===== config.mk =====
export PLATFORM = sky130hd
export DESIGN_NAME = hyper_phy
export DESIGN_NICKNAME = d
export VERILOG_FILES = /design/src/hyper_pkg.sv /design/src/hyper_ca_decode.sv /design/src/hyper_seq.sv /design/src/hyper_bus_drive.sv /design/src/hyper_rx_result.sv /design/src/hyper_phy.sv
export SDC_FILE = /design/constraint.sdc
export NUM_CORES = 1
export LEC_CHECK = 0
export ABC_CLOCK_PERIOD_IN_PS = 20500
export BUFFER_PORTS_ARGS = -buffer_cell sky130_fd_sc_hd__clkbuf_2
export CAP_MARGIN = 40
export CORE_MARGIN = 3
export CORE_UTILIZATION = 52
export CTS_CLUSTER_SIZE = 14
export DETAILED_ROUTE_END_ITERATION = 8
export GPL_ROUTABILITY_DRIVEN = 1
export PLACE_DENSITY = 0.79
export SETUP_SLACK_MARGIN = 0.2
export SLEW_MARGIN = 25
export SYNTH_ARGS = -nofsm -noshare
export SYNTH_HDL_FRONTEND = slang
export SYNTH_HIERARCHICAL = 1
export SYNTH_SLANG_ARGS = --single-unit

===== constraint.sdc =====
create_clock -name clk0 -period 20.5 [get_ports clk0]
set_input_delay 6.15 -clock clk0 [delete_from_list [all_inputs] [get_ports clk0]]
set_output_delay 6.15 -clock clk0 [all_outputs]
set_load 0.02 [all_outputs]

===== src/hyper_pkg.sv =====
/*
 * Shared widths, sequencer states and the command-address word.
 * The bus is modelled as one 16-bit word per clk0 cycle.
 * The bus word width is WORD_W; DATA_W is the write-data state.
 */
package hyper_pkg;

    localparam int NUM_CS  = 2;   // one-hot chip selects
    localparam int BURST_W = 12;
    localparam int ADDR_W  = 32;  // byte address
    localparam int WORD_W  = 16;  // bus word
    localparam int STRB_W  = 2;
    localparam int CFG_W   = 4;   // latency and recovery fields

    typedef enum logic [3:0] {
        IDLE,
        CA,       // three command-address words
        LAT2,     // first latency block, RWDS checked here
        LAT,      // second block, only when latency is doubled
        DATA_W,
        DATA_R,
        HOLD_R,   // read buffer full, clock held
        LAST_R,   // last read word requested, wait for its take
        RECOVER
    } hyper_state_e;

    // 48-bit command-address, filled as fields and sent as words
    typedef union packed {
        struct packed {
            logic        read;      // 1 = read
            logic        space;     // 1 = register space
            logic        linear;    // 1 = linear burst
            logic [28:0] addr_hi;   // byte address 31..3
            logic [12:0] rsvd;
            logic [2:0]  addr_lo;   // byte address 2..0
        } f;
        logic [2:0][WORD_W-1:0] w;  // w[2] goes out first
    } hyper_ca_u;

endpackage


===== src/hyper_ca_decode.sv =====
/*
 * Local copy of the transaction and the command-address build.
 * The copy follows the inputs while load_i is high (sequencer idle),
 * so the inputs must hold while trans_valid_i is high.
 * trans_burst_type_i high selects a linear burst.
 */
`timescale 1ns/100ps

module hyper_ca_decode import hyper_pkg::*; (
    input  logic               clk0,
    input  logic               rst_ni,
    input  logic               load_i,
    input  logic [ADDR_W-1:0]  trans_address_i,
    input  logic [NUM_CS-1:0]  trans_cs_i,
    input  logic               trans_write_i,
    input  logic [BURST_W-1:0] trans_burst_i,
    input  logic               trans_burst_type_i,
    input  logic               trans_address_space_i,
    output logic [NUM_CS-1:0]  cs_o,
    output logic               write_o,
    output logic [BURST_W-1:0] burst_o,
    output hyper_ca_u          ca_o
);

    logic [ADDR_W-1:0] addr_q;
    logic              burst_type_q;
    logic              space_q;

    always_ff @(posedge clk0 or negedge rst_ni) begin
        if (!rst_ni) begin
            cs_o    <= '0;
            write_o <= 1'b0;
        end else if (load_i) begin
            cs_o    <= trans_cs_i;
            write_o <= trans_write_i;
        end
    end

    always_ff @(posedge clk0) begin
        if (load_i) begin
            addr_q       <= trans_address_i;
            burst_o      <= trans_burst_i;
            burst_type_q <= trans_burst_type_i;
            space_q      <= trans_address_space_i;
        end
    end

    always_comb begin
        ca_o           = '0;
        ca_o.f.read    = ~write_o;
        ca_o.f.space   = space_q;
        ca_o.f.linear  = burst_type_q;
        ca_o.f.addr_hi = addr_q[ADDR_W-1:3];
        ca_o.f.addr_lo = addr_q[2:0];
    end

    // an accepted transaction selects exactly one chip
    assert property (@(posedge clk0) disable iff (!rst_ni) $fell(load_i) |-> $onehot(cs_o));

endmodule


===== src/hyper_seq.sv =====
/*
 * Transaction sequencer: command, latency, data and recovery phases.
 * cfg_latency_i and the burst length must be at least 1; a recovery of 0 acts as 1.
 * RWDS is checked in the first latency cycle, which the bus shows as the third CA word.
 * Reads keep one word in flight: the memory answers in its enabled cycle,
 * and the word is captured one cycle after the enable leaves the sequencer.
 */
`timescale 1ns/100ps

module hyper_seq import hyper_pkg::*; (
    input  logic               clk0,
    input  logic               rst_ni,
    input  logic               trans_valid_i,
    input  logic [CFG_W-1:0]   cfg_latency_i,
    input  logic               cfg_add_latency_i,
    input  logic [CFG_W-1:0]   cfg_recovery_i,
    input  logic               write_i,
    input  logic [BURST_W-1:0] burst_i,
    input  logic               tx_valid_i,
    input  logic               rx_full_i,
    input  logic               rx_take_i,
    input  logic               rwds_i,
    output logic               load_o,
    output logic               trans_ready_o,
    output logic               tx_ready_o,
    output logic               b_valid_o,
    output hyper_state_e       state_o,
    output logic [1:0]         ca_sel_o,
    output logic               ck_en_o,
    output logic               cs_en_o,
    output logic               rx_last_o,
    output logic               capture_o
);

    hyper_state_e       state_q;
    hyper_state_e       data_state;
    logic [CFG_W-1:0]   wait_cnt;
    logic [BURST_W-1:0] burst_cnt;
    logic [1:0]         ca_sel_q;
    logic               rwds_chk;   // first latency cycle
    logic               rwds_q;
    logic               lat_double;
    logic               burst_last;
    logic               rd_issue;
    logic               cap_q;
    logic               last_q;
    logic               b_q;

    assign data_state = write_i ? DATA_W : DATA_R;
    assign lat_double = cfg_add_latency_i || (rwds_chk ? rwds_i : rwds_q);
    assign burst_last = burst_cnt == BURST_W'(1);
    // request a read word only when nothing is pending and the buffer frees up
    assign rd_issue   = (state_q == DATA_R) && !cap_q && (!rx_full_i || rx_take_i);

    always_ff @(posedge clk0 or negedge rst_ni) begin
        if (!rst_ni) begin
            state_q   <= IDLE;
            wait_cnt  <= '0;
            burst_cnt <= '0;
            ca_sel_q  <= 2'd0;
            rwds_chk  <= 1'b0;
            rwds_q    <= 1'b0;
            cap_q     <= 1'b0;
            last_q    <= 1'b0;
            b_q       <= 1'b0;
        end else begin
            rwds_chk <= (state_q == CA) && (ca_sel_q == 2'd2);
            if (rwds_chk) rwds_q <= rwds_i;
            cap_q  <= rd_issue;
            last_q <= rd_issue && burst_last;
            b_q    <= (state_q == DATA_W) && tx_valid_i && burst_last;

            case (state_q)
                IDLE: begin
                    ca_sel_q <= 2'd0;
                    if (trans_valid_i) state_q <= CA;
                end
                CA: begin
                    if (ca_sel_q == 2'd2) begin
                        state_q  <= LAT2;
                        wait_cnt <= cfg_latency_i - 1'b1;
                    end else begin
                        ca_sel_q <= ca_sel_q + 2'd1;
                    end
                end
                LAT2: begin
                    if (wait_cnt != '0) begin
                        wait_cnt <= wait_cnt - 1'b1;
                    end else if (lat_double) begin
                        state_q  <= LAT;
                        wait_cnt <= cfg_latency_i - 1'b1;
                    end else begin
                        state_q   <= data_state;
                        burst_cnt <= burst_i;
                    end
                end
                LAT: begin
                    if (wait_cnt != '0) begin
                        wait_cnt <= wait_cnt - 1'b1;
                    end else begin
                        state_q   <= data_state;
                        burst_cnt <= burst_i;
                    end
                end
                DATA_W: begin
                    if (tx_valid_i) begin   // stall otherwise, clock stays off
                        burst_cnt <= burst_cnt - 1'b1;
                        if (burst_last) begin
                            state_q  <= RECOVER;
                            wait_cnt <= cfg_recovery_i;
                        end
                    end
                end
                DATA_R: begin
                    if (rd_issue) begin
                        burst_cnt <= burst_cnt - 1'b1;
                        if (burst_last) state_q <= LAST_R;
                    end else if (!cap_q) begin
                        state_q <= HOLD_R;  // full and not taken
                    end
                end
                HOLD_R: if (rx_take_i) state_q <= DATA_R;
                LAST_R: begin
                    if (rx_take_i && !cap_q) begin
                        state_q  <= RECOVER;
                        wait_cnt <= cfg_recovery_i;
                    end
                end
                RECOVER: begin
                    if (wait_cnt <= CFG_W'(1)) state_q <= IDLE;
                    else wait_cnt <= wait_cnt - 1'b1;
                end
                default: state_q <= IDLE;
            endcase
        end
    end

    always_comb begin
        case (state_q)
            CA, LAT2, LAT: ck_en_o = 1'b1;
            DATA_W:        ck_en_o = tx_valid_i;
            DATA_R:        ck_en_o = rd_issue;
            default:       ck_en_o = 1'b0;
        endcase
    end

    assign cs_en_o       = (state_q != IDLE) && (state_q != RECOVER);
    assign load_o        = state_q == IDLE;
    assign trans_ready_o = (state_q == CA) && (ca_sel_q == 2'd0);
    assign tx_ready_o    = state_q == DATA_W;
    assign b_valid_o     = b_q;
    assign state_o       = state_q;
    assign ca_sel_o      = ca_sel_q;
    assign capture_o     = cap_q;
    assign rx_last_o     = last_q;

    assert property (@(posedge clk0) disable iff (!rst_ni)
        tx_ready_o |-> burst_cnt != '0);

    // a zero burst or an extra word would wrap the counter
    assert property (@(posedge clk0) disable iff (!rst_ni)
        (burst_cnt == '0) |-> !(rd_issue || (tx_ready_o && tx_valid_i)));

endmodule


===== src/hyper_bus_drive.sv =====
/*
 * Drives the memory bus through one register stage.
 * Word, strobe, enables and chip select reach the bus one cycle after selection.
 * hyper_rwds_o carries the byte strobe as is, high = byte written.
 */
`timescale 1ns/100ps

module hyper_bus_drive import hyper_pkg::*; (
    input  logic              clk0,
    input  logic              rst_ni,
    input  hyper_state_e      state_i,
    input  hyper_ca_u         ca_i,
    input  logic [1:0]        ca_sel_i,
    input  logic              ck_en_i,
    input  logic              cs_en_i,
    input  logic [NUM_CS-1:0] cs_i,
    input  logic [WORD_W-1:0] tx_data_i,
    input  logic [STRB_W-1:0] tx_strb_i,
    output logic [WORD_W-1:0] hyper_dq_o,
    output logic [STRB_W-1:0] hyper_rwds_o,
    output logic              hyper_dq_oe_o,
    output logic              hyper_rwds_oe_o,
    output logic              hyper_ck_en_o,
    output logic [NUM_CS-1:0] hyper_cs_no
);

    logic [WORD_W-1:0] word_d;
    logic              wr_data;

    assign wr_data = state_i == DATA_W;

    always_comb begin
        case (ca_sel_i)
            2'd0:    word_d = ca_i.w[2];
            2'd1:    word_d = ca_i.w[1];
            2'd2:    word_d = ca_i.w[0];
            default: word_d = '0;
        endcase
        if (wr_data) word_d = tx_data_i;
    end

    always_ff @(posedge clk0 or negedge rst_ni) begin
        if (!rst_ni) begin
            hyper_ck_en_o   <= 1'b0;
            hyper_dq_oe_o   <= 1'b0;
            hyper_rwds_oe_o <= 1'b0;
            hyper_cs_no     <= '1;
        end else begin
            hyper_ck_en_o   <= ck_en_i;
            hyper_dq_oe_o   <= (state_i == CA) || wr_data;
            hyper_rwds_oe_o <= wr_data;  // memory owns RWDS otherwise
            hyper_cs_no     <= ~({NUM_CS{cs_en_i}} & cs_i);
        end
    end

    always_ff @(posedge clk0) begin
        hyper_dq_o   <= word_d;
        hyper_rwds_o <= wr_data ? tx_strb_i : '0;
    end

    assert property (@(posedge clk0) disable iff (!rst_ni) $onehot0(~hyper_cs_no));

endmodule


===== src/hyper_rx_result.sv =====
/*
 * One-word read result buffer with valid/ready.
 * A word is loaded when capture_i and RWDS are both high, and shows
 * on rx_valid_o the cycle after. It holds until taken.
 */
`timescale 1ns/100ps

module hyper_rx_result import hyper_pkg::*; (
    input  logic              clk0,
    input  logic              rst_ni,
    input  logic              capture_i,
    input  logic              last_i,
    input  logic [WORD_W-1:0] hyper_dq_i,
    input  logic              hyper_rwds_i,
    input  logic              rx_ready_i,
    output logic              rx_valid_o,
    output logic [WORD_W-1:0] rx_data_o,
    output logic              rx_last_o,
    output logic              full_o,
    output logic              take_o
);

    logic load;

    assign load   = capture_i && hyper_rwds_i;  // RWDS qualifies the word
    assign take_o = rx_valid_o && rx_ready_i;
    assign full_o = rx_valid_o;

    always_ff @(posedge clk0 or negedge rst_ni) begin
        if (!rst_ni) begin
            rx_valid_o <= 1'b0;
        end else if (load) begin
            rx_valid_o <= 1'b1;
        end else if (take_o) begin
            rx_valid_o <= 1'b0;
        end
    end

    always_ff @(posedge clk0) begin
        if (load) begin
            rx_data_o <= hyper_dq_i;
            rx_last_o <= last_i;
        end
    end

    // sequencer flow control must never overrun a held word
    assert property (@(posedge clk0) disable iff (!rst_ni) load |-> (!full_o || take_o));

endmodule


===== src/hyper_phy.sv =====
/*
 * HyperBus-style PHY core, single clock, one 16-bit bus word per cycle.
 * hyper_ck_en_o marks the cycles in which the memory may advance.
 * Read words must arrive on hyper_dq_i in their enabled cycle with RWDS high.
 * Transaction inputs must hold while trans_valid_i is high.
 */
`timescale 1ns/100ps

module hyper_phy import hyper_pkg::*; (
    input  logic               clk0,
    input  logic               rst_ni,
    input  logic [CFG_W-1:0]   cfg_latency_i,
    input  logic               cfg_add_latency_i,
    input  logic [CFG_W-1:0]   cfg_recovery_i,
    input  logic               trans_valid_i,
    output logic               trans_ready_o,
    input  logic [ADDR_W-1:0]  trans_address_i,
    input  logic [NUM_CS-1:0]  trans_cs_i,
    input  logic               trans_write_i,
    input  logic [BURST_W-1:0] trans_burst_i,
    input  logic               trans_burst_type_i,
    input  logic               trans_address_space_i,
    input  logic               tx_valid_i,
    output logic               tx_ready_o,
    input  logic [WORD_W-1:0]  tx_data_i,
    input  logic [STRB_W-1:0]  tx_strb_i,
    output logic               rx_valid_o,
    input  logic               rx_ready_i,
    output logic [WORD_W-1:0]  rx_data_o,
    output logic               rx_last_o,
    output logic               b_valid_o,
    output logic [NUM_CS-1:0]  hyper_cs_no,
    output logic               hyper_ck_en_o,
    output logic [WORD_W-1:0]  hyper_dq_o,
    output logic               hyper_dq_oe_o,
    output logic [STRB_W-1:0]  hyper_rwds_o,
    output logic               hyper_rwds_oe_o,
    input  logic [WORD_W-1:0]  hyper_dq_i,
    input  logic               hyper_rwds_i
);

    logic               load, write, ck_en, cs_en, rx_full, rx_take, last, capture;
    logic [NUM_CS-1:0]  cs;
    logic [BURST_W-1:0] burst;
    logic [1:0]         ca_sel;
    hyper_ca_u          ca;
    hyper_state_e       state;

    hyper_ca_decode i_ca_decode (
        .clk0, .rst_ni, .load_i(load),
        .trans_address_i, .trans_cs_i, .trans_write_i, .trans_burst_i,
        .trans_burst_type_i, .trans_address_space_i,
        .cs_o(cs), .write_o(write), .burst_o(burst), .ca_o(ca)
    );

    hyper_seq i_seq (
        .clk0, .rst_ni, .trans_valid_i,
        .cfg_latency_i, .cfg_add_latency_i, .cfg_recovery_i,
        .write_i(write), .burst_i(burst), .tx_valid_i,
        .rx_full_i(rx_full), .rx_take_i(rx_take), .rwds_i(hyper_rwds_i),
        .load_o(load), .trans_ready_o, .tx_ready_o, .b_valid_o,
        .state_o(state), .ca_sel_o(ca_sel), .ck_en_o(ck_en), .cs_en_o(cs_en),
        .rx_last_o(last), .capture_o(capture)
    );

    hyper_bus_drive i_bus_drive (
        .clk0, .rst_ni, .state_i(state), .ca_i(ca), .ca_sel_i(ca_sel),
        .ck_en_i(ck_en), .cs_en_i(cs_en), .cs_i(cs), .tx_data_i, .tx_strb_i,
        .hyper_dq_o, .hyper_rwds_o, .hyper_dq_oe_o, .hyper_rwds_oe_o,
        .hyper_ck_en_o, .hyper_cs_no
    );

    hyper_rx_result i_rx_result (
        .clk0, .rst_ni, .capture_i(capture), .last_i(last),
        .hyper_dq_i, .hyper_rwds_i, .rx_ready_i,
        .rx_valid_o, .rx_data_o, .rx_last_o, .full_o(rx_full), .take_o(rx_take)
    );

endmodule


==> results.py <==
metrics = {
    "logic_synthesis": {
        "synth-seq-area-share_pct": 58.4,
        "syn-cell-area_um2": 5400,
        "synth_seq_cells": 117,
        "synth_common_cells": "63 x edfxtp_1, 43 x nor2_1, 39 x a21oi_1, 34 x dfrtp_1",
        "syn_avg_cell_area_um2": 11.8,
        "synthArstFlopShare_pct": 30.8,
        "synthTopCellsByArea": "edfxtp_1 35%, dfrtp_1 16%, dfxtp_1 6.7%, a21oi_1 3.6%, mux2i_1 3.3%",
        "synth_cell_type_count": 69,
        "yosysTopAreaCell": "edfxtp_1",
        "yosys.cell_count.top_type": "edfxtp_1",
        "synth_top_cell_area_share_pct": 35.0,
        "synth_edf_count": 63,
        "syn-instance-count": 457,
        "synthFlopType": "edfxtp_1",
        "ys_warn_count": 6,
    },
    "sta": {
        "rsz0062_at_grt": "no",
        "min_period_ns": 8.23,
        "worstMarginPinSlew_ns": 0.814,
        "min_period_over_period_pct": 40.1,
        "layout_setup_ws_ns": 12.27,
        "relSlewSlack_pct": 45.8,
        "fmax_ghz": 0.122,
        "finalSetupViolCount": 0,
        "tns_ns": 0,
        "finalHoldViolations": 0,
        "worst_clock_skew_ns": 0.0116,
        "slew_viol_final": 0,
    },
    "setup_path": {
        "startpoint": "i_seq/state_o[3]",
        "critPathMaxStageDelay_ns": 0.55,
        "cp_num_buf_inv": 2,
        "critPathLaunchType": "register",
        "worstPathRequired_ns": 14.35,
        "r2r_setup_slack_ns": 17.78,
        "cp-end-kind": "output port",
        "cpLargestDelayFamily": "simple AND/OR/NAND/NOR gates",
        "crit_fanout": 12,
        "path_cells": "buf_6 > or3_1 > nor2_1 > clkbuf_2",
        "path_class": "register to output port",
        "r2r_end": "i_seq/burst_cnt[0]",
        "cp.arrival_ns": 2.08,
        "crit_path_end": "trans_ready_o",
        "critPathSlowestCell": "dfrtp_1",
        "r2r-start": "i_seq/wait_cnt[0]",
        "reg2reg_depth": 8,
        "cp_num_cells": 4,
    },
    "route": {
        "drc": 0,
        "ant_nets": 0,
        "vias": 3902,
        "first_pass_iters": 4,
        "wirelength_mm": 11.1,
        "wl_per_cell_um": 15.0,
        "first_iter_violations": 177,
        "avgViaCountPerCell": 5.24,
    },
    "clock_network": {
        "cts_hold_buf": 0,
        "cts.sinks": 117,
        "cts_setup_buffers": 0,
        "clock-root-buffer": "clkbuf_8",
        "worstSkewPairLatency_ns": 0.50,
        "cts_buffers": 17,
        "clkTransAtPathRegs_ns": 0.06,
        "cts_max_level": 4,
        "clockBufferDepth": 2,
        "cts_resized": 0,
        "cts_tree": "done",
    },
    "power": {
        "ir_worst_vdd_mv": 0.0853,
        "powerDensity_nw_per_um2": 164,
        "p_leak_nw": 2.89,
    },
    "placed_design": {
        "port_buffers": 141,
        "gp_congestion": 0.837,
        "pre_cts_slack_ns": 12.38,
        "dpl.hpwl_mm": 8.09,
    },
    "floorplanning": {
        "io_pins": 142,
        "initial_core_util_pct": 54.3,
        "dieArea_um2": 11600,
        "rows": 36,
        "core_area_um2": 9950,
        "chipWidth_um": 108,
        "die_y_um": 108,
    },
    "global_route": {
        "first_global_vias": 3850,
        "antenna_found_initial": 0,
        "grt_max_degree": 38,
        "grt_pass1_wl_mm": 18.0,
        "track_usage_pct": 19.8,
        "grt-ovfl-total": 0,
    },
    "layout": {
        "syn_to_final_growth_pct": 25.1,
        "fin_util_pct": 67.9,
        "num_antenna_cells": 0,
        "final_layout_size_suffix_gt1_share_pct": 38.2,
        "finalNetCount": 704,
    },
    "run_status": {
        "status": "completed",
    },
    "min_path": {
        "min_path_type": "register to register",
    },
    "job": {
        "cap_violations": 0,
    },
}
## layout make-up
class,count,area (um^2)
Clock inverter,14,178
Inverter,20,87.6
Fill cell,753,3200
Multi-Input combinational cell,293,1940
Clock buffer,18,418
Sequential cell,117,3160
Timing Repair Buffer,150,808
Tap cell,133,166
## worst min-delay path by stage
stage	endpoint	slack, ns	depth (start not counted)	start
after detailed placement	i_bus_drive/hyper_cs_no[1]	0.38	1	i_ca_decode/cs_o[1]
after CTS	i_bus_drive/hyper_cs_no[1]	0.39	1	i_ca_decode/cs_o[1]
after floorplan	i_bus_drive/hyper_cs_no[0]	0.37	1	i_ca_decode/cs_o[0]
after global placement	i_bus_drive/hyper_cs_no[0]	0.38	1	i_ca_decode/cs_o[0]
after global routing	i_bus_drive/hyper_cs_no[0]	0.41	1	i_ca_decode/cs_o[0]
final	i_bus_drive/hyper_cs_no[1]	0.39	1	i_ca_decode/cs_o[1]
## per-layer routing
layer	part of all wire, %	GRT usage (%)	vias up
met4	1.1	7.30	0
met2	51	33.8	131
met3	6.0	5.10	10
met1	42	24.3	1838
met5	0	0	-
li1	-	-	1923
## power by group
group	internal, W	switching, W	total, W
Sequential	0.000351	0.0000563	0.000408
Clock	0.000186	0.000105	0.000291
Combinational	0.000173	0.000237	0.000409
Total	0.000711	0.000398	0.00111
## cell usage in the layout (no fill, tap or decap), types with 5 or more instances in the layout
cell / netlist / layout
mux2_2: 5 / 5
inv_1: 18 / 18
nor3_1: 13 / 13
a21oi_1: 39 / 39
dfrtp_1: 34 / 34
ha_1: 7 / 7
dfxtp_1: 18 / 18
clkbuf_16: 0 / 16
conb_1: 1 / 13
or2_2: 16 / 16
o22a_1: 5 / 5
clkbuf_2: 0 / 141
mux2i_1: 18 / 18
nor2_1: 43 / 43
o21ai_1: 9 / 9
nand2_1: 15 / 15
edfxtp_1: 63 / 63
nor2b_1: 5 / 5
a21oi_2: 14 / 14
xnor2_1: 5 / 5
## worst reg2reg max path, delay by kind of cell, from the launching register on
| kind | cells | cell delay (ns) |
|---|---|---|
| compound gates | 2 | 0.29 |
| fa+ha+maj | 1 | 0.23 |
| buf+inv | 2 | 0.44 |
| flops | 1 | 0.41 |
| simple gates | 3 | 1.29 |
## state kept, by name, summed over array words and instances, names as in the netlist, 4 cells and up
register,cells
i_ca_decode/burst_o,12
i_ca_decode/addr_q,32
i_seq/wait_cnt,4
i_seq/state_o,4
i_bus_drive/hyper_dq_o,16
i_rx_result/rx_data_o,16
i_seq/burst_cnt,12
## cells by family after synthesis
family                     after synthesis  synth area share [%]
other                                    1                0.0694
buffers and inverters                   59                  6.58
AOI/OAI and AO/OA                      108                  13.6
DFF                                    117                  58.4
xor gates and xnor gates                 7                  1.14
adders and majority gates                7                  1.62
and+or+nand+nor                        131                  13.2
muxes                                   27                  5.28
## through the flow
stage          hold WS [ns]  std cells  instance area [um^2]  total power (W)
5_1_grt               0.405        745                  6760          0.00118
3_5_place_dp          0.381        711                  6130         0.000816
2_1_floorplan         0.367        469                  5450         0.000728
6_report              0.389        745                  6760          0.00111
4_1_cts               0.390        743                  6730          0.00111
3_3_place_gp          0.380        708                  6090         0.000797
Note: power is estimated with default switching activity, not from simulation.
